**src/video_fmt_pkg.sv**
```systemverilog
`default_nettype none

package video_fmt_pkg;

  // test raster, active area inside a larger total
  localparam int h_active = 32;
  localparam int h_total = 40;
  localparam int v_active = 20;
  localparam int v_total = 24;

  localparam int h_count_width = 11;
  localparam int v_count_width = 10;

  // line memory address, enough for h_total columns
  localparam int h_addr_width = $clog2(h_total);

  localparam int pixel_width = 24;
  localparam int chan_width = 8;
  localparam int quant_width = 6;
  localparam int quant_pixel_width = 3 * quant_width;

  localparam int kernel_taps = 9;

  // dither 1, line buffer 1, vertical 3, horizontal 3
  localparam int pipe_latency = 8;

endpackage

`default_nettype wire

```
**src/blur_coeff_pkg.sv**
```systemverilog
`default_nettype none

package blur_coeff_pkg;

  // code matches cutoff[9:8]
  typedef enum logic [1:0] {
    strength_none   = 2'd0,
    strength_light  = 2'd1,
    strength_medium = 2'd2,
    strength_heavy  = 2'd3
  } blur_strength_e;

  localparam int coeff_width = 9;
  localparam int coeff_count = 5;

  // c0 + 2*(c1+c2+c3+c4) = 256 in every row
  localparam logic [coeff_width-1:0] coeff_table [4][coeff_count] = '{
    '{9'd256, 9'd0, 9'd0, 9'd0, 9'd0},
    '{9'd128, 9'd64, 9'd0, 9'd0, 9'd0},
    '{9'd72, 9'd56, 9'd27, 9'd8, 9'd1},
    '{9'd40, 9'd36, 9'd30, 9'd22, 9'd20}
  };

  // tap i uses coefficient |i - centre|
  function automatic int tap_coeff(input int tap);
    int centre;
    centre = coeff_count - 1;
    return (tap < centre) ? centre - tap : tap - centre;
  endfunction

endpackage

`default_nettype wire

```
**src/vertical_blur.sv**
```systemverilog
`timescale 1ns/100ps
`default_nettype none

module vertical_blur (
  input  wire                                              clk,
  input  wire                                              rst,
  input  wire  [video_fmt_pkg::h_count_width-1:0]          h_count_in,
  input  wire  [video_fmt_pkg::v_count_width-1:0]          v_count_in,
  input  wire                                              active_draw_in,
  input  wire  [video_fmt_pkg::kernel_taps-1:0][video_fmt_pkg::quant_pixel_width-1:0] column_taps,
  input  wire  [blur_coeff_pkg::coeff_count-1:0][blur_coeff_pkg::coeff_width-1:0] coeffs,
  output logic [video_fmt_pkg::h_count_width-1:0]          h_count_out,
  output logic [video_fmt_pkg::v_count_width-1:0]          v_count_out,
  output logic                                             active_draw_out,
  output logic [video_fmt_pkg::chan_width-1:0]             vert_r,
  output logic [video_fmt_pkg::chan_width-1:0]             vert_g,
  output logic [video_fmt_pkg::chan_width-1:0]             vert_b
);

  // 6-bit tap times 9-bit coefficient
  logic [2:0][video_fmt_pkg::kernel_taps-1:0][14:0] prod;
  logic [2:0][2:0][14:0] part;
  logic [2:0][14:0] total;

  logic [2:0][video_fmt_pkg::h_count_width-1:0] h_pipe;
  logic [2:0][video_fmt_pkg::v_count_width-1:0] v_pipe;
  logic [2:0] active_pipe;

  always_ff @(posedge clk) begin
    if (rst) begin
      prod <= '0;
      part <= '0;
      total <= '0;
    end else begin
      for (int c = 0; c < 3; c++) begin
        for (int i = 0; i < video_fmt_pkg::kernel_taps; i++) begin
          prod[c][i] <= column_taps[i][c*video_fmt_pkg::quant_width +: video_fmt_pkg::quant_width]
                        * coeffs[blur_coeff_pkg::tap_coeff(i)];
        end
        for (int p = 0; p < 3; p++) begin
          part[c][p] <= prod[c][3*p] + prod[c][3*p+1] + prod[c][3*p+2];
        end
        // columns in horizontal blanking give zero
        if (h_pipe[1] >= video_fmt_pkg::h_count_width'(video_fmt_pkg::h_active)) begin
          total[c] <= '0;
        end else begin
          total[c] <= part[c][0] + part[c][1] + part[c][2];
        end
      end
    end
  end

  always_ff @(posedge clk) begin
    if (rst) begin
      h_pipe <= '0;
      v_pipe <= '0;
      active_pipe <= '0;
    end else begin
      h_pipe <= {h_pipe[1:0], h_count_in};
      v_pipe <= {v_pipe[1:0], v_count_in};
      active_pipe <= {active_pipe[1:0], active_draw_in};
    end
  end

  assign h_count_out = h_pipe[2];
  assign v_count_out = v_pipe[2];
  assign active_draw_out = active_pipe[2];

  // sum / 64, red in the top channel
  assign vert_r = total[2][13:6];
  assign vert_g = total[1][13:6];
  assign vert_b = total[0][13:6];

endmodule

`default_nettype wire

```
**config.mk**
```make
export PLATFORM = sky130hd
export DESIGN_NAME = vertical_blur
export DESIGN_NICKNAME = d
export VERILOG_FILES = /design/src/video_fmt_pkg.sv /design/src/blur_coeff_pkg.sv /design/src/vertical_blur.sv
export SDC_FILE = /design/constraint.sdc
export NUM_CORES = 2
export LEC_CHECK = 0
export ABC_AREA = 1
export BUFFER_PORTS_ARGS = -buffer_cell sky130_fd_sc_hd__buf_2
export CAP_MARGIN = 20
export CORE_MARGIN = 4
export CORE_UTILIZATION = 55
export DETAILED_ROUTE_END_ITERATION = 7
export HOLD_SLACK_MARGIN = 0.02
export PLACE_DENSITY = 0.78
export SYNTH_ARGS = -nofsm -noshare
export SYNTH_HDL_FRONTEND = slang
export SYNTH_SLANG_ARGS = --single-unit
```
**constraint.sdc**
```tcl
create_clock -name clk -period 4.6 [get_ports clk]
set_clock_uncertainty 0.2 [all_clocks]
set_input_delay 1.15 -clock clk [delete_from_list [all_inputs] [get_ports clk]]
set_output_delay 1.15 -clock clk [all_outputs]
set_load 0.02 [all_outputs]
```
-- Word level (Yosys, flattened, before mapping)
Index checks and enable logic that the tools add are counted.
- bits in registers: 612
- logic and storage cells: 99
- $add $sub $neg: 24
- $mul: 27
- $lt $le $gt $ge: 1
- reductions and logical operators: 1
- operators with widths (cell ; count):
    $mul 6x9->14 ; 27
    $add 14x14->14 ; 24
    $ge 11x6->1 const B ; 1
    $reduce_or 2->1 ; 1

-- Longest topological paths before layout
- depth in word-level cells: 2
- depth in mapped cells: 19
- gate-level depth less buffers: 17

-- Least setup slack after synthesis
No wires, ideal clock.
- path type: in2reg
- from: input coeffs[7] (netlist name)
- to: register prod[343] (netlist name)
- library setup time: 113 ps
- arrival time: 4292 ps
- data required time: 4287 ps
- slack: -5 ps
- stages on the path: 18
- buffers on the path: 2
- cell sequence: clkbuf_1 -> clkbuf_1 -> nand2_1 -> inv_1 -> fa_1 -> fa_1 -> inv_1 -> fa_1 -> inv_1 -> ha_1 -> a21oi_1 -> inv_1 -> nor2_1 -> nand2_1 -> nand2_1 -> nand2_1 -> nor2_1 -> nor2_1
- longest elaborated chain between the ends: 1
- RTL lines (item ; RTL line ; RTL):
    from (decl) ; vertical_blur.sv:11 ; input wire [blur_coeff_pkg::coeff_count-1:0][blur_coeff_pkg::coeff_width-1:0] coeffs,
    $mul 6x9->14 ; vertical_blur.sv:38 ; * coeffs[blur_coeff_pkg::tap_coeff(i)];
    to (signal, indexed assignment) ; vertical_blur.sv:37 ; prod[c][i] <= column_taps[i][c*video_fmt_pkg::quant_width +: video_fmt_pkg::quant_width]
    to (decl) ; vertical_blur.sv:21 ; logic [2:0][video_fmt_pkg::kernel_taps-1:0][14:0] prod;
No other way between the ends.
A chain may end at the register's enable or synchronous reset.

-- Worst setup path in the final report
- from: input coeffs[43] (netlist name)
- to: register prod[9] (netlist name)
The elaborated chain is that of the path after synthesis.

==> metrics.md <==
| Metric | Value |
|---|---|
| Clock sinks | `between 500 and 600` |
| Syn_nets | `12100` |
| Fin util | `62.0%` |
| Initial antenna violation count | `33` |
| Port-buffer cells | `between 200 and 300` |
| Root buffer cell | `clkbuf_16` |
| Post-synth top area share | `25.3%` |
| Vias/cell | `around 5` |
| Max-slew violations | `0` |
| Tightest Pin Transition | `around 0.79 ns` |
| Static Leakage | `51.3 nW` |
| Yosys top cell by area | `fa_1` |
| Status | `completed` |
| 1st-iter DRT viols | `4398` |
| P&R area growth vs syn | `12.1%` |
| Layout cell share with drive strength beyond 1 | `~8.9%` |
| Post-synth ARST share | `0%` |
| Max frequency | `235 MHz` |
| Reg-to-Reg End | `part[84]$_SDFF_PP0_` |
| Most common cell in the synthesized netlist | `inv_1` |
| Gr usage total | `~30%` |
| Worst vdd ir | `0.350 mV` |
| Initial Util | `55.3%` |
| Top FF cell, synth | `dfxtp_1` |
| Reg2reg path depth | `12` |
| Vias in the first global route | `64700` |
| Seq cells post-synth | `approximately 600` |
| Final hold violation count | `0` |
| Clock Path Buffers | `3` |
| Critical Path Sink Type | `flip-flop` |
| Mean area per synthesized cell | `around 7 um2` |
| Ys Warns | `0` |
| R2r startpoint | `prod[241]$_SDFF_PP0_` |
| Tmin final | `4.26 ns` |
| Max Cap Viol | `0` |
| Crit path to | `prod[9]$_SDFF_PP0_` |
| 1st-pass router iterations | `6` |
| Top cells by count, synth | `inv_1 (2937), nand2_1 (2356), fa_1 (918), nor2_1 (774), ha_1 (738)` |
| Synth top area cells | `fa_1 (25%), dfxtp_1 (16%), inv_1 (15%)` |
| Critical Path Start | `coeffs[43]` |
| EDFF count, synth | `0` |
| FP Rows | `133` |
| Final Setup Violations | `0` |
| Detail Route Antenna Nets | `0` |
| Htree depth | `3` |
| Total CTS buffers | `71` |
| Setup_tns | `0 ns` |
| Cells after DPL | `approximately 12000` |
| Period utilization | `a little over 90%` |
| Startpoint Class | `input port` |
| Data arrival time of the worst path | `4.60 ns` |
| First-pass GRT wire length | `325 mm` |
| FF-to-FF setup slack | `1.73 ns` |
| Largest net degree at the start of global routing | `approximately 130` |
| Final Non-Filler Cells | `12500` |
| Worst hold path type | `flip-flop to flip-flop` |
| Core area | `0.131 mm2` |
| Reg clk slew, reported paths | `0.06 ns` |
| Net count, final | `around 13000` |
| Largest fanout on the critical path | `19` |
| CTS tree | `done` |
| Storage element area | `between 0.01 and 0.015 mm2` |
| Vert. Die Dim | `about 370 um` |
| Die Width | `371 um` |
| Multi-input logic area | `0.0479 mm2` |
| HPWL Detailed | `163 mm` |
| Worst endpoint required time | `4.94 ns` |
| Post-synthesis sequential area ratio | `between 15 and 20%` |
| Total wire length | `slightly below 200 mm` |
| Critical path class | `input port to flip-flop` |
| Die area | `0.138 mm2` |
| Mean routed wirelength per cell | `15.9 um` |
| Post-CTS setup buffer count | `0` |
| Ports | `277` |
| Post-Synthesis Cells | `10200` |
| Clock Latency Late Sink | `0.65 ns` |
| Gpl congestion | `roughly 0.95` |
| GRT overflow | `0` |
| Synth cell types | `31` |
| Power density over the cells | `roughly 500 mW/mm2` |
| Vias | `around 63000` |
| Post-Syn Area | `0.0726 mm2` |
| Fill count | `11600` |
| DRC | `0` |
| RSZ-0062 raised after global routing | `false` |
| Slew margin rel. | `47.2%` |
worst min path at each step:
stage,startpoint,to,slack (ns),cells past startpoint
floorplan,active_pipe[0]$_SDFF_PP0_,active_pipe[1]$_SDFF_PP0_,0.19,2
global placement,h_pipe[14]$_SDFF_PP0_,h_count_out[3]$_SDFF_PP0_,0.19,2
detailed placement,h_pipe[7]$_SDFF_PP0_,h_pipe[18]$_SDFF_PP0_,0.19,2
CTS,v_pipe[5]$_SDFF_PP0_,v_pipe[15]$_SDFF_PP0_,0.20,2
global route,v_pipe[5]$_SDFF_PP0_,v_pipe[15]$_SDFF_PP0_,0.21,2
finish,v_pipe[5]$_SDFF_PP0_,v_pipe[15]$_SDFF_PP0_,0.20,2
per-layer routing:
metal	wire length, um	global-route usage, %
met5	87	0
met4	11400	15.0
met1	81700	37.2
met3	12900	3.60
met2	92800	49.2
sequential cells by signal, indices dropped and copies added, names as in the netlist:
name and flops:
prod 378, part 126, h_pipe 22, v_pipe 20, h_count_out 11, v_count_out 10
vert_b 8, vert_g 8, vert_r 8, active_pipe 3
through the flow:
| stage | hold WS (ns) | power (mW) | area, um2 | worst slack, ns |
|---|---|---|---|---|
| CTS | 0.200 | 40.5 | 81400 | 0.371 |
| floorplan | 0.188 | 25.3 | 72600 | 0.000955 |
| global placement | 0.189 | 33.8 | 79000 | -0.283 |
| finish | 0.199 | 40.6 | 81400 | 0.339 |
| global route | 0.211 | 44.8 | 81400 | 0.136 |
| detailed placement | 0.194 | 34.2 | 79000 | -0.287 |
power by group:
part / switching, mW / leakage [nW] / internal, mW
Combinational: 15.9 / 45.2 / 10.5
Sequential: 1.52 / 4.93 / 6.75
Clock: 2.48 / 1.18 / 3.39
Total: 19.9 / 51.3 / 20.7
cell type report:
class	count	share of cell area, %
Multi-Input combinational cell	6296	58.9
Inverter	2938	13.6
Sequential cell	594	14.6
Timing Repair Buffer	799	7.24
Tap cell	1755	2.70
Antenna cell	22	0.0676
Clock buffer	88	2.37
Clock inverter	41	0.585
placed cells by master (no fill, tap or decap), types with 2 or more instances in the layout:
master and count:
nand3b_1 8, a21o_1 32, nand3_1 259, a21oi_2 2, a21oi_1 577, dfxtp_1 594, clkbuf_1 9, clkbuf_8 7
inv_16 2, bufinv_16 6, buf_12 46, nor2_1 774, xnor2_1 52, buf_2 274, ha_1 738, clkinvlp_4 3
buf_4 477, clkbuf_16 72, o21ai_1 10, o21a_1 23, and2_1 5, a21boi_0 31, fa_1 918, clkinv_4 8
diode_2 22, nor3_1 15, o21ai_0 318, xor2_1 90, inv_1 2937, o21ai_2 32, a31oi_1 21, clkinv_2 11
nand4_1 8, inv_8 3, nand2_1 2356, inv_6 8, o21bai_1 25
kinds of logic after synthesis:
group / share of synthesized area (%)
AO/OA/AOI/OAI: 7.98
AND/OR/NAND/NOR: 18.3
flip-flops: 16.4
adder cells (fa/ha/maj): 38.0
XOR/XNOR: 1.71
buffers and inverters: 17.6
critical path: stages:
cell     delay, ns
buf_2         0.43
nand2_1       0.11
inv_1         0.10
fa_1          0.45
fa_1          0.56
inv_1         0.05
fa_1          0.48
inv_1         0.05
ha_1          0.34
a21oi_1       0.23
inv_1         0.06
nor2_1        0.17
buf_4         0.14
a21oi_1       0.05
nor2_1        0.23
timing repair:
item / 4_1_cts / 5_1_grt
resized for setup: 0 / 1
hold buffers: 0 / 0
hold endpoints to repair: 0 / 0
endpoints found under the setup margin: 0 / 1
Power figures use the tool's default switching activity.
