==> config.mk <==
export PLATFORM = sky130hd
export DESIGN_NAME = dither_quantize
export DESIGN_NICKNAME = d
export VERILOG_FILES = /design/src/video_fmt_pkg.sv /design/src/dither_quantize.sv
export SDC_FILE = /design/constraint.sdc
export NUM_CORES = 1
export LEC_CHECK = 0
export BUFFER_PORTS_ARGS = -buffer_cell sky130_fd_sc_hd__buf_2
export CORE_MARGIN = 1
export CORE_UTILIZATION = 38
export DETAILED_ROUTE_END_ITERATION = 10
export PLACE_DENSITY = 0.83
export SETUP_SLACK_MARGIN = 0.1
export SYNTH_ARGS = -nofsm -noshare
export SYNTH_HDL_FRONTEND = slang
export SYNTH_SLANG_ARGS = --single-unit
==> constraint.sdc <==
create_clock -name clk -period 1.66 [get_ports clk]
set_clock_uncertainty 0.1 [all_clocks]
set_input_delay 0.332 -clock clk [delete_from_list [all_inputs] [get_ports clk]]
set_output_delay 0.332 -clock clk [all_outputs]
set_load 0.1 [all_outputs]
==> src/video_fmt_pkg.sv <==
`default_nettype none

package video_fmt_pkg;

  // test raster, active area inside a larger total
  localparam int h_active = 32;
  localparam int h_total = 40;
  localparam int v_active = 20;
  localparam int v_total = 24;

  localparam int h_count_width = 11;
  localparam int v_count_width = 10;

  // line memory address, enough for h_total columns
  localparam int h_addr_width = $clog2(h_total);

  localparam int pixel_width = 24;
  localparam int chan_width = 8;
  localparam int quant_width = 6;
  localparam int quant_pixel_width = 3 * quant_width;

  localparam int kernel_taps = 9;

  // dither 1, line buffer 1, vertical 3, horizontal 3
  localparam int pipe_latency = 8;

endpackage

`default_nettype wire

==> src/dither_quantize.sv <==
`timescale 1ns/100ps
`default_nettype none

module dither_quantize (
  input  wire                                              clk,
  input  wire                                              rst,
  input  wire  [video_fmt_pkg::h_count_width-1:0]          h_count_in,
  input  wire  [video_fmt_pkg::v_count_width-1:0]          v_count_in,
  input  wire                                              active_draw_in,
  input  wire  [video_fmt_pkg::pixel_width-1:0]            pixel_in,
  output logic [video_fmt_pkg::h_count_width-1:0]          h_count_out,
  output logic [video_fmt_pkg::v_count_width-1:0]          v_count_out,
  output logic                                             active_draw_out,
  output logic [video_fmt_pkg::quant_pixel_width-1:0]      quant_pixel_out
);

  logic [1:0] dither;
  logic [video_fmt_pkg::quant_pixel_width-1:0] quant_next;

  // 2x2 ordered pattern
  always_comb begin
    case ({v_count_in[0], h_count_in[0]})
      2'b00: dither = 2'd0;
      2'b01: dither = 2'd2;
      2'b10: dither = 2'd3;
      default: dither = 2'd1;
    endcase
  end

  for (genvar c = 0; c < 3; c++) begin : g_chan
    logic [video_fmt_pkg::chan_width:0] dithered;

    assign dithered = {1'b0, pixel_in[c*video_fmt_pkg::chan_width +: video_fmt_pkg::chan_width]}
                      + {{(video_fmt_pkg::chan_width - 1){1'b0}}, dither};
    // carry out means saturate to full scale
    assign quant_next[c*video_fmt_pkg::quant_width +: video_fmt_pkg::quant_width] =
        dithered[video_fmt_pkg::chan_width] ? '1 :
        dithered[video_fmt_pkg::chan_width-1 -: video_fmt_pkg::quant_width];
  end

  always_ff @(posedge clk) begin
    if (rst) begin
      h_count_out <= '0;
      v_count_out <= '0;
      active_draw_out <= 1'b0;
      quant_pixel_out <= '0;
    end else begin
      h_count_out <= h_count_in;
      v_count_out <= v_count_in;
      active_draw_out <= active_draw_in;
      quant_pixel_out <= quant_next;
    end
  end

endmodule

`default_nettype wire

# ---- After elaboration in Yosys (flattened, before gate mapping)
# Cells that the tools add are included.
dict set report op_classes {
  add_sub_neg 3
  eq_ne 2
  n_mux 4
  n_reduce_logical 1
}
# operator count
set ops {}
lappend ops {{8-bit by 2-bit adder with 9-bit output} 3}
lappend ops {{6-bit 2-to-1 mux} 3}
lappend ops {{2-bit one-hot mux with 3 select lines} 1}
lappend ops {{2-bit by 1-bit == test with 1-bit output (second input constant)} 1}
lappend ops {{2-bit == test (second input constant)} 1}
lappend ops {{2-bit zero test} 1}
dict set report totals {
  regBits 40
  inputBits 48
  output_inout_bits 40
  elab_cells 14
}

# ---- Longest topological paths before layout
dict set report logic_depth {
  word_depth 4
  depth_mapped 7
  ltp_nobuf 6
}

# ---- Worst setup path before layout
# Ideal clock, no wire load.
dict set report synth_timing {
  path_type {input port to flip-flop}
  startpoint {input port h_count_in[0] (netlist bit)}
  endpoint {register quant_pixel_out[16] (netlist bit)}
  arrival_ns 1.433
  slack_ns -0.008
  path_stages 7
  n_path_buf 1
  path_cell_list {inv_1 > ha_1 > o21a_1 > maj3_2 > buf_6 > a31oi_1 > a311oi_1}
}
dict set report synth_between {
  elab_chain_cells 4
  word_cells_on_any_way 6
  classes_between {1 x add/sub; 2 x eq/ne; 2 x mux; 1 x reduce/logical}
}
# element line
set synth_lines {}
lappend synth_lines {{start, declared} dither_quantize.sv:7} ;# input wire [video_fmt_pkg::h_count_width-1:0] h_count_in,
lappend synth_lines {{2-bit == test (tied with other cells)} dither_quantize.sv:22} ;# case ({v_count_in[0], h_count_in[0]})
lappend synth_lines {{2-bit one-hot mux with 3 select lines (*)} dither_quantize.sv:22}
lappend synth_lines {{8-bit by 2-bit adder with 9-bit output (*)} dither_quantize.sv:34} ;# + {{(video_fmt_pkg::chan_width - 1){1'b0}}, dither};
lappend synth_lines {{6-bit 2-to-1 mux (*)} dither_quantize.sv:37} ;# dithered[video_fmt_pkg::chan_width] ? '1 :
lappend synth_lines {{end signal, assigned} dither_quantize.sv:51} ;# quant_pixel_out <= quant_next;
lappend synth_lines {{end, declared} dither_quantize.sv:14} ;# output logic [video_fmt_pkg::quant_pixel_width-1:0] quant_pixel_out
# Every way passes the cells marked *; elsewhere a longest branch is shown, timed or not.
# A chain may end at the register's enable or synchronous reset.

# ---- Final worst setup path
dict set report layout_timing {
  startpoint {input port v_count_in[0] (netlist bit)}
  endpoint {register quant_pixel_out[14] (netlist bit)}
}
dict set report layout_between {
  elab_chain_cells 4
  word_cells_on_any_way 6
  classes_between {1 x add/sub; 2 x eq/ne; 2 x mux; 1 x reduce/logical}
}
# element line
set layout_lines {}
lappend layout_lines {{start, declared} dither_quantize.sv:8} ;# input wire [video_fmt_pkg::v_count_width-1:0] v_count_in,
lappend layout_lines {{2-bit == test (tied with other cells)} dither_quantize.sv:22}
lappend layout_lines {{2-bit one-hot mux with 3 select lines (*)} dither_quantize.sv:22}
lappend layout_lines {{8-bit by 2-bit adder with 9-bit output (*)} dither_quantize.sv:34}
lappend layout_lines {{6-bit 2-to-1 mux (*)} dither_quantize.sv:37}
# Marks and branches as above.

==> metrics.md <==
| Metric | Value |
|---|---|
| Delay of the slowest cell on the worst path | roughly 0.43 ns |
| Final routed wire length divided by cell count | 12.0 µm |
| Hold/Removal Path Class | input pin to flop |
| Slew at the pin closest to its max-slew limit | 0.507 ns |
| Share of the yosys chip area belonging to registers | 0.535 |
| Cell Area, Synth | roughly 0.0015 mm² |
| Max-cap violations | 0 |
| Top cell family by delay on the critical path | adder cells |
| Core occupancy in the finished layout | 0.571 |
| Highest attainable clock frequency | approximately 680 MHz |
| Effective utilization at floorplan | 0.403 |
| Total overflow reported by the global router | 0 |
| Max clock buf depth | 2 |
| Critical Setup Path Class | input pin to flop |
| Number of endpoints failing setup at the final stage | 0 |
| Worst hold-check slack | 0.149 ns |
| Maximum number of pins on one net before global-route repair | 29 |
| Area enclosed by the die boundary | 0.00420 mm² |
| Multi-input gate area in the final layout | 684 µm² |
| Detailed Place HPWL | 2.69 mm |
| Dominant synthesized flop cell | sky130_fd_sc_hd__dfxtp_1 |
| First drt pass iteration count | 4 |
| Post-layout nets | slightly below 300 |
| Number of warnings issued by yosys | 0 |
| Cells after synthesis | roughly 150 |
| Area share of the largest cell type after synthesis | 0.535 |
| H-Tree Level Count | 2 |
| Synthesized net count | 203 |
| Number of library cell types mapped by synthesis | 30 |
| I/O pin total | approximately 90 |
| Pins Over Slew Limit | 0 |
| Max-Slew Margin vs Limit | 0.664 |
| Final weighted congestion of routability-driven global placement | between 0.8 and 0.9 |
| Maximum fanout along the worst path | 5 |
| Outcome | completed |
| Min Clock Period, post-route | ~1.5 ns |
| Placement Rows | 22 |
| Count of flip-flops with a built-in enable after synthesis | 0 |
| First-pass GRT wire length | 5.38 mm |
| Cells taking the most area after synthesis | sky130_fd_sc_hd__dfxtp_1 (53%), sky130_fd_sc_hd__nor2b_1 (8.8%), sky130_fd_sc_hd__a21oi_1 (3.7%), sky130_fd_sc_hd__nor2_1 (3.3%), sky130_fd_sc_hd__a31oi_1 (2.9%) |
| Antenna violations before repair | 0 |
| Root buffer cell | sky130_fd_sc_hd__clkbuf_8 |
| Flops & latches, synth | 40 |
| Unrepaired setup endpoints after global routing | false |
| Largest area contributor in the netlist | sky130_fd_sc_hd__dfxtp_1 |
| Max rail drop VDD | about 0.32 mV |
| Final antenna diode count | 0 |
| Number of I/O port buffers | slightly below 90 |
| Share of post-route cells with drive strength above 1 | 0.437 |
| Clock tree from TritonCTS | built |
| Cell with the largest stage delay on the worst path | sky130_fd_sc_hd__maj3_1 |
| Fillcell total | about 330 |
| Total buffers and inverters traversed by the critical path | 1 |
| Tcrit/Tclk final | 0.892 |
| Clock-pin slew on the worst setup and hold paths | around 0.070 ns |
| Final hold violation count | 0 |
| Leakage power | 0.00100 µW |
| Crit path cell chain | buf_2 > ha_2 > o21a_1 > maj3_1 > a311oi_1 |
| Final routed DRC violation total | 0 |
| Remaining number of nets flagged by the antenna check after routing | 0 |
| Synthesis-to-finish area growth | 41.6% |
| Share of flip-flops with an asynchronous set or reset | 0 |
| Sequential cell area | around 800 µm² |
| Via density per instance | between 4 and 5 |
| Number of buffers inserted during clock tree synthesis | 5 |
| Vias | roughly 1400 |
| CP Launch Type | input pin |
| Detailed-route wire length | roughly 3.5 mm |
| Die boundary height | around 65 µm |
| GRT Util Overall | 0.170 |
| Total Negative Setup Slacks | 0 ns |
| Arrival time at the worst endpoint | 1.57 ns |
| Critical path endpoint category | flop |
| Average cell area after synthesis | ~10 µm² |
| Pwr per Cell Area | between 1000 and 1500 mW/mm² |
| Data required time at the worst endpoint | approximately 1.8 ns |
| Vias in the first global route | roughly 1300 |
| Initial DRC count | 41 |
| Core Box Area | ~0.0037 mm² |
| Sinks on Clock Net | 40 |
| Die span in x | 64.8 µm |
| Count of hold buffers inserted by post-cts repair | 0 |
## cells in the mapped netlist, types with 2 or more instances
cell type                  count
sky130_fd_sc_hd__nand2_1       8
sky130_fd_sc_hd__a21oi_1      11
sky130_fd_sc_hd__buf_1         2
sky130_fd_sc_hd__ha_1          2
sky130_fd_sc_hd__o21ai_0       3
sky130_fd_sc_hd__inv_1         5
sky130_fd_sc_hd__nand3_1       3
sky130_fd_sc_hd__nor2_1       13
sky130_fd_sc_hd__maj3_1        2
sky130_fd_sc_hd__maj3_2        3
sky130_fd_sc_hd__and3_1        3
sky130_fd_sc_hd__a211oi_1      5
sky130_fd_sc_hd__a31oi_1       7
sky130_fd_sc_hd__dfxtp_1      40
sky130_fd_sc_hd__nor2b_1      21
sky130_fd_sc_hd__nor3_1        4
sky130_fd_sc_hd__a311oi_1      4
sky130_fd_sc_hd__clkbuf_1      3
sky130_fd_sc_hd__o21a_1        3
## cell type report
type | instances | share of cell area
clock inverters | 1 | 0.00354
well taps | 48 | 0.0283
inverters | 5 | 0.00885
clock buffers | 7 | 0.0407
multi-input cells | 103 | 0.323
flip-flops and latches | 40 | 0.378
repair buffers | 89 | 0.218
## path summary, 6_finish.rpt
kind | startpoint | end | slack [ns] | cells after the start
hold / removal | h_count_in[9] | h_count_out[9] | 0.15 | 2
setup / recovery | v_count_in[0] | quant_pixel_out[14] | 0.18 | 5
## where the power goes
part           internal (µW)  switching, µW  total [µW]
Clock                    337            308         645
Sequential              1020           13.3        1030
Combinational            153            584         737
## sequential cells by signal (all words and copies together), names as in the netlist
register and flops:
h_count_out 11, quant_pixel_out 18, active_draw_out 1, v_count_out 10
## metal layers
metal / share of wire / global-route usage / wire length, µm
met1: 0.43 / 0.165 / 1490
met2: 0.48 / 0.315 / 1690
met3: 0.075 / 0.0634 / 263
met4: 0.016 / 0.0750 / 55
met5: 0 / 0 / 0
## stage by stage
step           instances  cell area [µm²]  setup slack (ns)  total power [µW]
2_1_floorplan        153             1520            0.0987              1620
3_3_place_gp         284             2010           -0.0670              1770
3_5_place_dp         284             2010            -0.130              1780
4_1_cts              292             2100             0.179              2430
5_1_grt              293             2120             0.135              2520
6_report             293             2120             0.180              2410
## logic make-up (layout without fill, tap and decap cells)
family          Yosys count  count (layout)  share of synthesized area
simple gates             58              58                      0.209
flops                    40              40                      0.535
compound gates           37              37                      0.171
buf+inv                  11             102                     0.0326
fa+ha+maj                 7               8                     0.0526
## repair_timing
action                                  CTS  global route
endpoints found under the setup margin    0             2
resized for setup                         0             2
setup buffers                             0             0
## layout by cell type, fill, tap and decap left out
cell type / Yosys / layout
sky130_fd_sc_hd__buf_4: 0 / 1
sky130_fd_sc_hd__ha_4: 0 / 1
sky130_fd_sc_hd__inv_1: 5 / 4
sky130_fd_sc_hd__a31oi_1: 7 / 7
sky130_fd_sc_hd__and2_1: 1 / 1
sky130_fd_sc_hd__ha_2: 0 / 1
sky130_fd_sc_hd__nor2_1: 13 / 13
sky130_fd_sc_hd__and4b_1: 1 / 1
sky130_fd_sc_hd__nor2b_1: 21 / 21
sky130_fd_sc_hd__o21a_1: 3 / 3
sky130_fd_sc_hd__and3_1: 3 / 3
sky130_fd_sc_hd__a21oi_1: 11 / 10
sky130_fd_sc_hd__a2111oi_2: 1 / 1
sky130_fd_sc_hd__nor3_1: 4 / 4
sky130_fd_sc_hd__clkbuf_8: 0 / 6
sky130_fd_sc_hd__nand4_1: 1 / 1
sky130_fd_sc_hd__o21bai_1: 1 / 1
sky130_fd_sc_hd__nand4b_1: 1 / 1
sky130_fd_sc_hd__o21ai_0: 3 / 3
sky130_fd_sc_hd__a41oi_2: 1 / 2
sky130_fd_sc_hd__maj3_2: 3 / 3
sky130_fd_sc_hd__a211oi_1: 5 / 5
sky130_fd_sc_hd__clkinvlp_4: 0 / 1
sky130_fd_sc_hd__clkbuf_1: 3 / 1
sky130_fd_sc_hd__a21oi_2: 0 / 1
sky130_fd_sc_hd__inv_2: 0 / 1
sky130_fd_sc_hd__nand3_1: 3 / 3
sky130_fd_sc_hd__nor3b_1: 1 / 1
sky130_fd_sc_hd__buf_12: 0 / 1
sky130_fd_sc_hd__nor3_2: 1 / 1
sky130_fd_sc_hd__dfxtp_1: 40 / 40
sky130_fd_sc_hd__nand2_1: 8 / 8
sky130_fd_sc_hd__a311oi_1: 4 / 4
sky130_fd_sc_hd__maj3_1: 2 / 3
sky130_fd_sc_hd__buf_2: 0 / 87
No activity file was read; power rests on OpenSTA's default activity.
