### config.mk
export PLATFORM = sky130hd
export DESIGN_NAME = coeff_bank
export DESIGN_NICKNAME = d
export VERILOG_FILES = /design/src/video_fmt_pkg.sv /design/src/blur_coeff_pkg.sv /design/src/coeff_bank.sv
export SDC_FILE = /design/constraint.sdc
export NUM_CORES = 1
export LEC_CHECK = 0
export BUFFER_PORTS_ARGS = -buffer_cell sky130_fd_sc_hd__buf_2
export CORE_MARGIN = 5
export CORE_UTILIZATION = 30
export DETAILED_ROUTE_END_ITERATION = 8
export PLACE_DENSITY_LB_ADDON = 0.1
export SLEW_MARGIN = 20
export SYNTH_ARGS = -nofsm -noshare
export SYNTH_HDL_FRONTEND = slang
export SYNTH_SLANG_ARGS = --single-unit
### constraint.sdc
create_clock -name clk -period 1.96 [get_ports clk]
set_input_delay 0.294 -clock clk [delete_from_list [all_inputs] [get_ports clk]]
set_output_delay 0.294 -clock clk [all_outputs]
set_load 0.005 [all_outputs]
### src/video_fmt_pkg.sv
`default_nettype none

package video_fmt_pkg;

  // test raster, active area inside a larger total
  localparam int h_active = 32;
  localparam int h_total = 40;
  localparam int v_active = 20;
  localparam int v_total = 24;

  localparam int h_count_width = 11;
  localparam int v_count_width = 10;

  // line memory address, enough for h_total columns
  localparam int h_addr_width = $clog2(h_total);

  localparam int pixel_width = 24;
  localparam int chan_width = 8;
  localparam int quant_width = 6;
  localparam int quant_pixel_width = 3 * quant_width;

  localparam int kernel_taps = 9;

  // dither 1, line buffer 1, vertical 3, horizontal 3
  localparam int pipe_latency = 8;

endpackage

`default_nettype wire

### src/blur_coeff_pkg.sv
`default_nettype none

package blur_coeff_pkg;

  // code matches cutoff[9:8]
  typedef enum logic [1:0] {
    strength_none   = 2'd0,
    strength_light  = 2'd1,
    strength_medium = 2'd2,
    strength_heavy  = 2'd3
  } blur_strength_e;

  localparam int coeff_width = 9;
  localparam int coeff_count = 5;

  // c0 + 2*(c1+c2+c3+c4) = 256 in every row
  localparam logic [coeff_width-1:0] coeff_table [4][coeff_count] = '{
    '{9'd256, 9'd0, 9'd0, 9'd0, 9'd0},
    '{9'd128, 9'd64, 9'd0, 9'd0, 9'd0},
    '{9'd72, 9'd56, 9'd27, 9'd8, 9'd1},
    '{9'd40, 9'd36, 9'd30, 9'd22, 9'd20}
  };

  // tap i uses coefficient |i - centre|
  function automatic int tap_coeff(input int tap);
    int centre;
    centre = coeff_count - 1;
    return (tap < centre) ? centre - tap : tap - centre;
  endfunction

endpackage

`default_nettype wire

### src/coeff_bank.sv
`timescale 1ns/100ps
`default_nettype none

module coeff_bank (
  input  wire                                              clk,
  input  wire                                              rst,
  input  wire  [9:0]                                       cutoff,
  input  wire  [video_fmt_pkg::h_count_width-1:0]          h_count_out,
  input  wire  [video_fmt_pkg::v_count_width-1:0]          v_count_out,
  output logic [blur_coeff_pkg::coeff_count-1:0][blur_coeff_pkg::coeff_width-1:0] coeffs
);

  blur_coeff_pkg::blur_strength_e strength;
  logic frame_boundary;

  // first blanking pixel after the last active row leaves the pipeline
  assign frame_boundary =
      (h_count_out == video_fmt_pkg::h_count_width'(video_fmt_pkg::h_active)) &&
      (v_count_out == video_fmt_pkg::v_count_width'(video_fmt_pkg::v_active));

  always_ff @(posedge clk) begin
    if (rst) begin
      strength <= blur_coeff_pkg::strength_none;
    end else if (frame_boundary) begin
      strength <= blur_coeff_pkg::blur_strength_e'(cutoff[9:8]);
    end
  end

  always_comb begin
    for (int i = 0; i < blur_coeff_pkg::coeff_count; i++) begin
      coeffs[i] = blur_coeff_pkg::coeff_table[strength][i];
    end
  end

endmodule

`default_nettype wire

Word level (Yosys, flattened, before mapping)
Index checks and enable logic that the tools add are counted.

Output and inout bits: 45. Word-level logic and storage cells: 9. Register bits after elaboration: 2.

Muxes and demuxes: 3. Bitwise gates (word level): 1. Equal/unequal tests: 2. Reductions and logical operators: 1. Order comparisons: 1.

Operators by type and width (count): 45-bit binary-select mux with 2-bit select (1); 45-bit 2-to-1 mux (2); 11-bit by 6-bit == test with 1-bit output, second input constant (1); 10-bit by 5-bit == test with 1-bit output, second input constant (1); 3-bit >= comparator, second input constant (1); 2-bit inverter with 3-bit output (1); 1-bit logical AND (1).

Depth between registers and ports, before layout
Gate-level depths: netlist of run 1.

Word-level depth: 4. Depth in mapped cells: 4. Gate-level depth less buffers: 4.

Worst setup path before layout of run 1
Ideal clock, no wire load.

Kind: flip-flop to output port. Start point: register strength[1]. End point: output coeffs[12] (netlist bit). Stages on the path, launching flop included: 3. Data arrival time: 0.938 ns. Slack: 0.728 ns. Required time: 1.666 ns. Cell sequence: dfxtp_1 > nor2b_1 > buf_4.

RTL lines: start, declared (line coeff_bank.sv:13) `blur_coeff_pkg::blur_strength_e strength;`; start signal, assigned (line coeff_bank.sv:23) `strength <= blur_coeff_pkg::strength_none;`; start signal, assigned (line coeff_bank.sv:25) `strength <= blur_coeff_pkg::blur_strength_e'(cutoff[9:8]);`; end, declared (line coeff_bank.sv:10) `output logic [blur_coeff_pkg::coeff_count-1:0][blur_coeff_pkg::coeff_width-1:0] coeffs`.

==> results of run 1 <==
==> metal layers <==
layer,track usage,vias to the layer above,share of wire,wire (µm)
met5,0,-,0,0
met4,0.0638,0,0.022,23
met3,0.0414,3,0.25,269
met2,0.126,51,0.43,461
met1,0.0739,169,0.29,306
li1,-,211,-,-
==> worst register-to-register path, stage by stage, from the launching register on <==
cell and delay [ns]:
dfxtp_1 0.43, o21ai_0 0.13, a21oi_1 0.13
==> power breakdown <==
group	total [µW]	internal [µW]	switching (µW)
Combinational	41.1	20.1	21.0
Sequential	41.0	41.0	0.0000342
Clock	93.8	67.7	26.1
Total	176	129	47.1
==> cells in the final DEF (no fill, tap or decap) <==
cell / count
nand3_1: 3
clkbuf_4: 3
and2_1: 1
and3_2: 1
conb_1: 23
nor4_2: 1
and4_1: 1
nor4b_2: 1
o21ai_0: 2
dfxtp_1: 2
buf_2: 46
and4bb_2: 1
nor3_1: 1
nor2_1: 4
a21oi_1: 2
nand4_1: 1
nor2b_1: 2
==> cell type report <==
type / count / area share
clock buffer: 3 / 0.0421
multi-input combinational: 44 / 0.416
sequential: 2 / 0.0748
tap: 16 / 0.0374
timing repair buffer: 46 / 0.430
==> synthesized netlist by cell type <==
cell | n | area share
nor4_2 | 1 | 0.026
and3_2 | 1 | 0.015
and2_1 | 1 | 0.013
nor3_1 | 1 | 0.010
a21oi_1 | 2 | 0.021
nor2b_1 | 2 | 0.026
nand4_1 | 1 | 0.013
o21ai_0 | 2 | 0.021
nand3_1 | 3 | 0.031
conb_1 | 1 | 0.0077
and4_1 | 1 | 0.018
nor4b_2 | 1 | 0.031
dfxtp_1 | 2 | 0.082
and4bb_2 | 1 | 0.026
buf_4 | 41 | 0.63
nor2_1 | 4 | 0.031
==> kinds of logic after synthesis <==
group,synth area share
buf+inv,0.631
simple gates,0.238
flops,0.0821
compound gates,0.0410
other cells,0.00768
==> stage by stage <==
step / utilization / hold WS (ns) / power (µW) / setup WS (ns) / instance area [µm²]
finish: 0.351 / 0.234 / 176 / 0.531 / 536
detailed placement: 0.337 / 0.466 / 81.3 / 0.719 / 513
CTS: 0.351 / 0.225 / 179 / 0.488 / 536
floorplan: - / 0.363 / 90.0 / 0.728 / 571
global placement: 0.337 / 0.469 / 80.7 / 0.719 / 513
global route: 0.351 / 0.235 / 195 / 0.375 / 536
==> worst paths after layout <==
check	startpoint	to	slack, ns	depth (start not counted)
setup reg to reg	strength[1]	strength[1]	1.19	2
setup / recovery	strength[1]	coeffs[30]	0.53	2
hold reg to reg	strength[0]	strength[0]	0.51	2
hold / removal	rst	strength[0]	0.23	2
==> flow_metrics.env, run 1 <==
export IMPL_critical_path_buf_inv_count=1
export IMPL_dpl_cell_count=108
export IMPL_start_util=0.320
export IMPL_netlist_instances=65
export IMPL_grt_max_degree=11
export IMPL_report_final_slew_viol_count=0
export IMPL_nets=130
export IMPL_synth_distinct_cells=16
export IMPL_clkSinkCount=2
export IMPL_synth_seq_area_share=0.0821
export IMPL_ys_ff_latch=2
export IMPL_worstPathMaxFanout=10
export IMPL_clock_fmax_mhz=700
export IMPL_antennaDiodeCount=0
export IMPL_htree_levels=1
export IMPL_cp_start_kind="flip-flop"
export IMPL_period_share=0.729
export IMPL_cp_required_ns=1.67
export IMPL_antenna_left=0
export IMPL_grt_usage=0.0786
export IMPL_ys_warn_count=0
export IMPL_grt_pass1_wl_um=1500
export IMPL_drv_cap=0
export IMPL_multiInputGateArea_um2=223
export IMPL_rows=14
export IMPL_hold_violations=0
export IMPL_ctsHoldBuffers=0
export IMPL_tns_ns=0
export IMPL_setup_violations=0
export IMPL_cts_tree="done"
export IMPL_clk_pin_slew_worst_paths_ns=0.03
export IMPL_avgViaCountPerCell=3.91
export IMPL_cp_end_kind="output port"
export IMPL_port_buffers=46
export IMPL_first_pass_iters=4
export IMPL_rsz0062_at_grt="no"
export IMPL_antenna_found_initial=0
export IMPL_netlist_area_um2=488
export IMPL_powerDensity_nw_per_um2=328
export IMPL_hp_class="input port to flip-flop"
export IMPL_regMostFlops="strength"
export IMPL_peakVddDrop_uv=136
export IMPL_drt_total_wl_um=1060
export IMPL_clock_skew_ns=0
export IMPL_layout_drive_gt1_share=0.558
export IMPL_fp_dieW_um=50.3
export IMPL_worstSkewPairLatency_ns=0.23
export IMPL_cp_top_family="flip-flops"
export IMPL_drc=0
export IMPL_status="completed"
export IMPL_place_gp_congestion=0.648
export IMPL_cp_cell_sequence="nor2b_1 > buf_2"
export IMPL_period_needed_ns=1.43
export IMPL_drtIter0Drc=5
export IMPL_path_class="flip-flop to output port"
export IMPL_worstPathArrival_ns=1.13
export IMPL_drt_wirelength_per_cell_um=9.56
export IMPL_syn_area_per_cell_um2=7.51
export IMPL_cts_buffers=3
export IMPL_crit_path_max_incr_delay_ns=0.43
export IMPL_hpwl_um=971
export IMPL_vias=434
export IMPL_core_area_um2=1520
export IMPL_num_io_pins=78
export IMPL_area_delta_synth_final_pct=9.74
export IMPL_fillCellCount=174
export IMPL_clockBufferDepth=2
export IMPL_power_leakage_uw=0.000357
export IMPL_root_buffer="clkbuf_4"
export IMPL_cts_setup_buffers=0
export IMPL_stdcell_count=111
export IMPL_fp_dieH_um=50.3
export IMPL_cts_resized=0
export IMPL_largest_reg_flops=2
export IMPL_grt_pass1_vias=413
export IMPL_grt_overflow=0
export IMPL_cp_slowest_cell="dfxtp_1"
export IMPL_top_regs="strength x2"
export IMPL_ff_latch_area_um2=40.0
export IMPL_die_area_um2=2530
(Power assumes the default switching activity.)
==> run 2: changes to the inputs <==
Settings changed: ABC_AREA set to 1, CORE_UTILIZATION 30 to 28.
Clock period 1.96 ns to 1.2 ns, I/O delays scaled along.
==> run 2 against run 1 <==
Net effect:
- hold slack got worse by 0.048 ns
- synthesized cell count grew 57%
- sequential power grew 63%
- core utilization down 1.8 points
- register-to-register slack lost 0.70 ns
- power increased by 72%
- combinational power up 110%
- largest power group unchanged
- routed wire length grew 16%
- largest cell class is now multi-input combinational cells
- clock skew unchanged
- clock power grew 58%
- die area grew 21%
- first-iteration DRC count grew 20%
==> flow_metrics.env, run 2 <==
export IMPL_path_class="flip-flop to output port"
export IMPL_cp_slowest_cell="dfxtp_2"
export IMPL_grt_pass1_wl_um=1890
export IMPL_clock_fmax_mhz=915
export IMPL_period_needed_ns=1.09
export IMPL_ff_latch_area_um2=41.3
export IMPL_cts_tree="done"
export IMPL_cts_setup_buffers=0
export IMPL_antenna_left=0
export IMPL_synth_compound_area_frac=0
export IMPL_drv_cap=0
export IMPL_peakVddDrop_uv=154
export IMPL_synth_top_family_by_area="buffers and inverters"
export IMPL_drt_total_wl_um=1230
export IMPL_syn_area_per_cell_um2=5.65
export IMPL_synth_seq_area_share=0.0694
export IMPL_cp_required_ns=1.02
export IMPL_most_common_layout_cells="buf_2, nor2_1, conb_1"
export IMPL_worstRegToRegCells=4
export IMPL_drc=0
export IMPL_r2r_start="strength[0]"
export IMPL_drtIter0Drc=6
export IMPL_layout_drive_gt1_share=0.398
export IMPL_regMostFlops="strength"
export IMPL_hp_start="cutoff[8]"
export IMPL_ys_ff_latch=2
export IMPL_synth_edff_count=0
export IMPL_clk_pin_slew_worst_paths_ns=0.03
export IMPL_cts_buffers=3
export IMPL_grt_pass1_vias=498
export IMPL_report_final_slew_viol_count=0
export IMPL_ys_warn_count=0
export IMPL_powerDensity_nw_per_um2=464
export IMPL_synth_area_leaders="buf_4, nor2_1, nand2_1"
export IMPL_place_gp_congestion=0.735
export IMPL_preCtsSetupSlack_ns=0.227
export IMPL_synth_mux_area_frac=0
export IMPL_largest_reg_flops=2
export IMPL_cp_cell_sequence="buf_6 > nand2_1 > inv_2 > buf_2"
export IMPL_netlist_instances=102
export IMPL_antenna_found_initial=0
export IMPL_min_to="strength[0]"
export IMPL_synth_top_cell_area_share=0.534
export IMPL_cp_end_kind="output port"
export IMPL_status="completed"
export IMPL_period_share=0.911
export IMPL_min_path_cells=3
export IMPL_power_leakage_uw=0.000460
export IMPL_worstPathMaxFanout=8
export IMPL_r2r_slack_ns=0.49
export IMPL_multiInputGateArea_um2=273
export IMPL_fp_dieH_um=55.4
export IMPL_clock_skew_ns=0
export IMPL_nets=168
export IMPL_fin_util=0.333
export IMPL_fp_dieW_um=55.4
export IMPL_rows=16
export IMPL_crit_path_max_incr_delay_ns=0.32
export IMPL_yosys_area_share_adder=0
export IMPL_cp_start_kind="flip-flop"
export IMPL_tns_ns=0
export IMPL_power_switching_uw=87.0
export IMPL_netlist_area_um2=577
export IMPL_rsz0062_at_grt="no"
export IMPL_sw_frac_of_total=0.287
export IMPL_port_buffers=46
export IMPL_fillCellCount=246
export IMPL_hp_class="input port to flip-flop"
export IMPL_synth_area_leader_cell="buf_4"
export IMPL_fin_area_um2=653
export IMPL_start_util=0.294
export IMPL_first_pass_iters=2
export IMPL_place_area_um2=623
export IMPL_worstPathArrival_ns=0.91
export IMPL_synth_commonest_cells="buf_4, nor2_1, nand2_1"
export IMPL_synthFlopType="dfxtp_1"
export IMPL_p_int_uw=216
export IMPL_clockBufferDepth=2
export IMPL_ys_async_sr_fraction=0
export IMPL_synth_distinct_cells=9
export IMPL_root_buffer="clkbuf_4"
export IMPL_grt_usage=0.0750
export IMPL_layout_commonest_cell="buf_2"
export IMPL_timing_final_ws_setup_ns=0.107
export IMPL_vias=552
export IMPL_die_area_um2=3070
export IMPL_worstSkewPairLatency_ns=0.22
export IMPL_r2r_end="strength[0]"
export IMPL_critPathLaunch="strength[1]"
export IMPL_htree_levels=1
export IMPL_antennaDiodeCount=0
export IMPL_avgViaCountPerCell=3.45
export IMPL_grt_max_degree=9
export IMPL_synth_most_common_cell="buf_4"
export IMPL_synthXorXnorAreaFrac=0
export IMPL_p_comb_frac=0.289
export IMPL_clkSinkCount=2
export IMPL_clkPwrFrac=0.489
export IMPL_yosys_area_share_simple=0.319
export IMPL_grt_overflow=0
export IMPL_pwr_share_seq=0.221
export IMPL_drt_wirelength_per_cell_um=7.71
export IMPL_hpwl_um=1130
export IMPL_top_regs="strength x2"
export IMPL_core_area_um2=1960
export IMPL_setup_violations=0
export IMPL_num_io_pins=78
export IMPL_area_delta_synth_final_pct=13.2
export IMPL_hold_violations=0
==> run 2: timing repair <==
item | 4_1_cts | 5_1_grt
hold buffers | 0 | 0
endpoints found under the setup margin | 0 | 14
resized for setup | 0 | 4
==> run 2: power by group through the flow <==
stage / combinational (µW) / sequential [µW] / clock, µW
global route: 102 / 66.9 / 161
detailed placement: 86.4 / 67.9 / 0
global placement: 85.6 / 67.9 / 0
floorplan: 93.3 / 67.9 / 0
finish: 87.7 / 67.0 / 148
CTS: 86.7 / 67.0 / 155
==> run 2: area by class of cell <==
| class | count | share of cell area |
|---|---|---|
| Multi-Input combinational cell | 70 | 0.418 |
| Clock buffer | 3 | 0.0345 |
| Timing Repair Buffer | 47 | 0.370 |
| Inverter | 11 | 0.0632 |
| Sequential cell | 2 | 0.0632 |
| Tap cell | 27 | 0.0517 |
==> run 2: how the worst max path moves through the flow <==
stage / end / slack (ns) / cells past startpoint
6_report: coeffs[40] / 0.11 / 4
3_5_place_dp: strength[0] / 0.23 / 7
2_1_floorplan: coeffs[12] / 0.09 / 3
3_3_place_gp: strength[1] / 0.23 / 7
4_1_cts: coeffs[20] / 0.02 / 4
5_1_grt: coeffs[38] / 0.02 / 4
==> run 2: worst max-delay path: cells and delay by family, from the launching register on <==
| kind | cells | cell delay [ns] |
|---|---|---|
| buffers and inverters | 3 | 0.32 |
| DFF | 1 | 0.32 |
| and+or+nand+nor | 1 | 0.06 |
==> run 2: through the flow <==
step / instances / hold slack, ns / power (µW)
final: 160 / 0.186 / 303
after CTS: 160 / 0.184 / 309
after global placement: 157 / 0.410 / 153
after global routing: 160 / 0.205 / 330
after floorplan: 124 / 0.315 / 161
after detailed placement: 157 / 0.416 / 154
==> run 2: cell families (layout without fill, tap and decap cells) <==
| logic type | Yosys count | after routing |
|---|---|---|
| buffers and inverters | 52 | 61 |
| other | 1 | 23 |
| and+or+nand+nor | 47 | 47 |
| DFF | 2 | 2 |
==> run 2: routing by layer <==
layer	GRT usage	vias up	routed length [µm]
met4	0.0521	0	0
met5	0	-	0
met3	0.0490	0	229
met1	0.0715	212	442
met2	0.117	43	561
li1	-	297	-
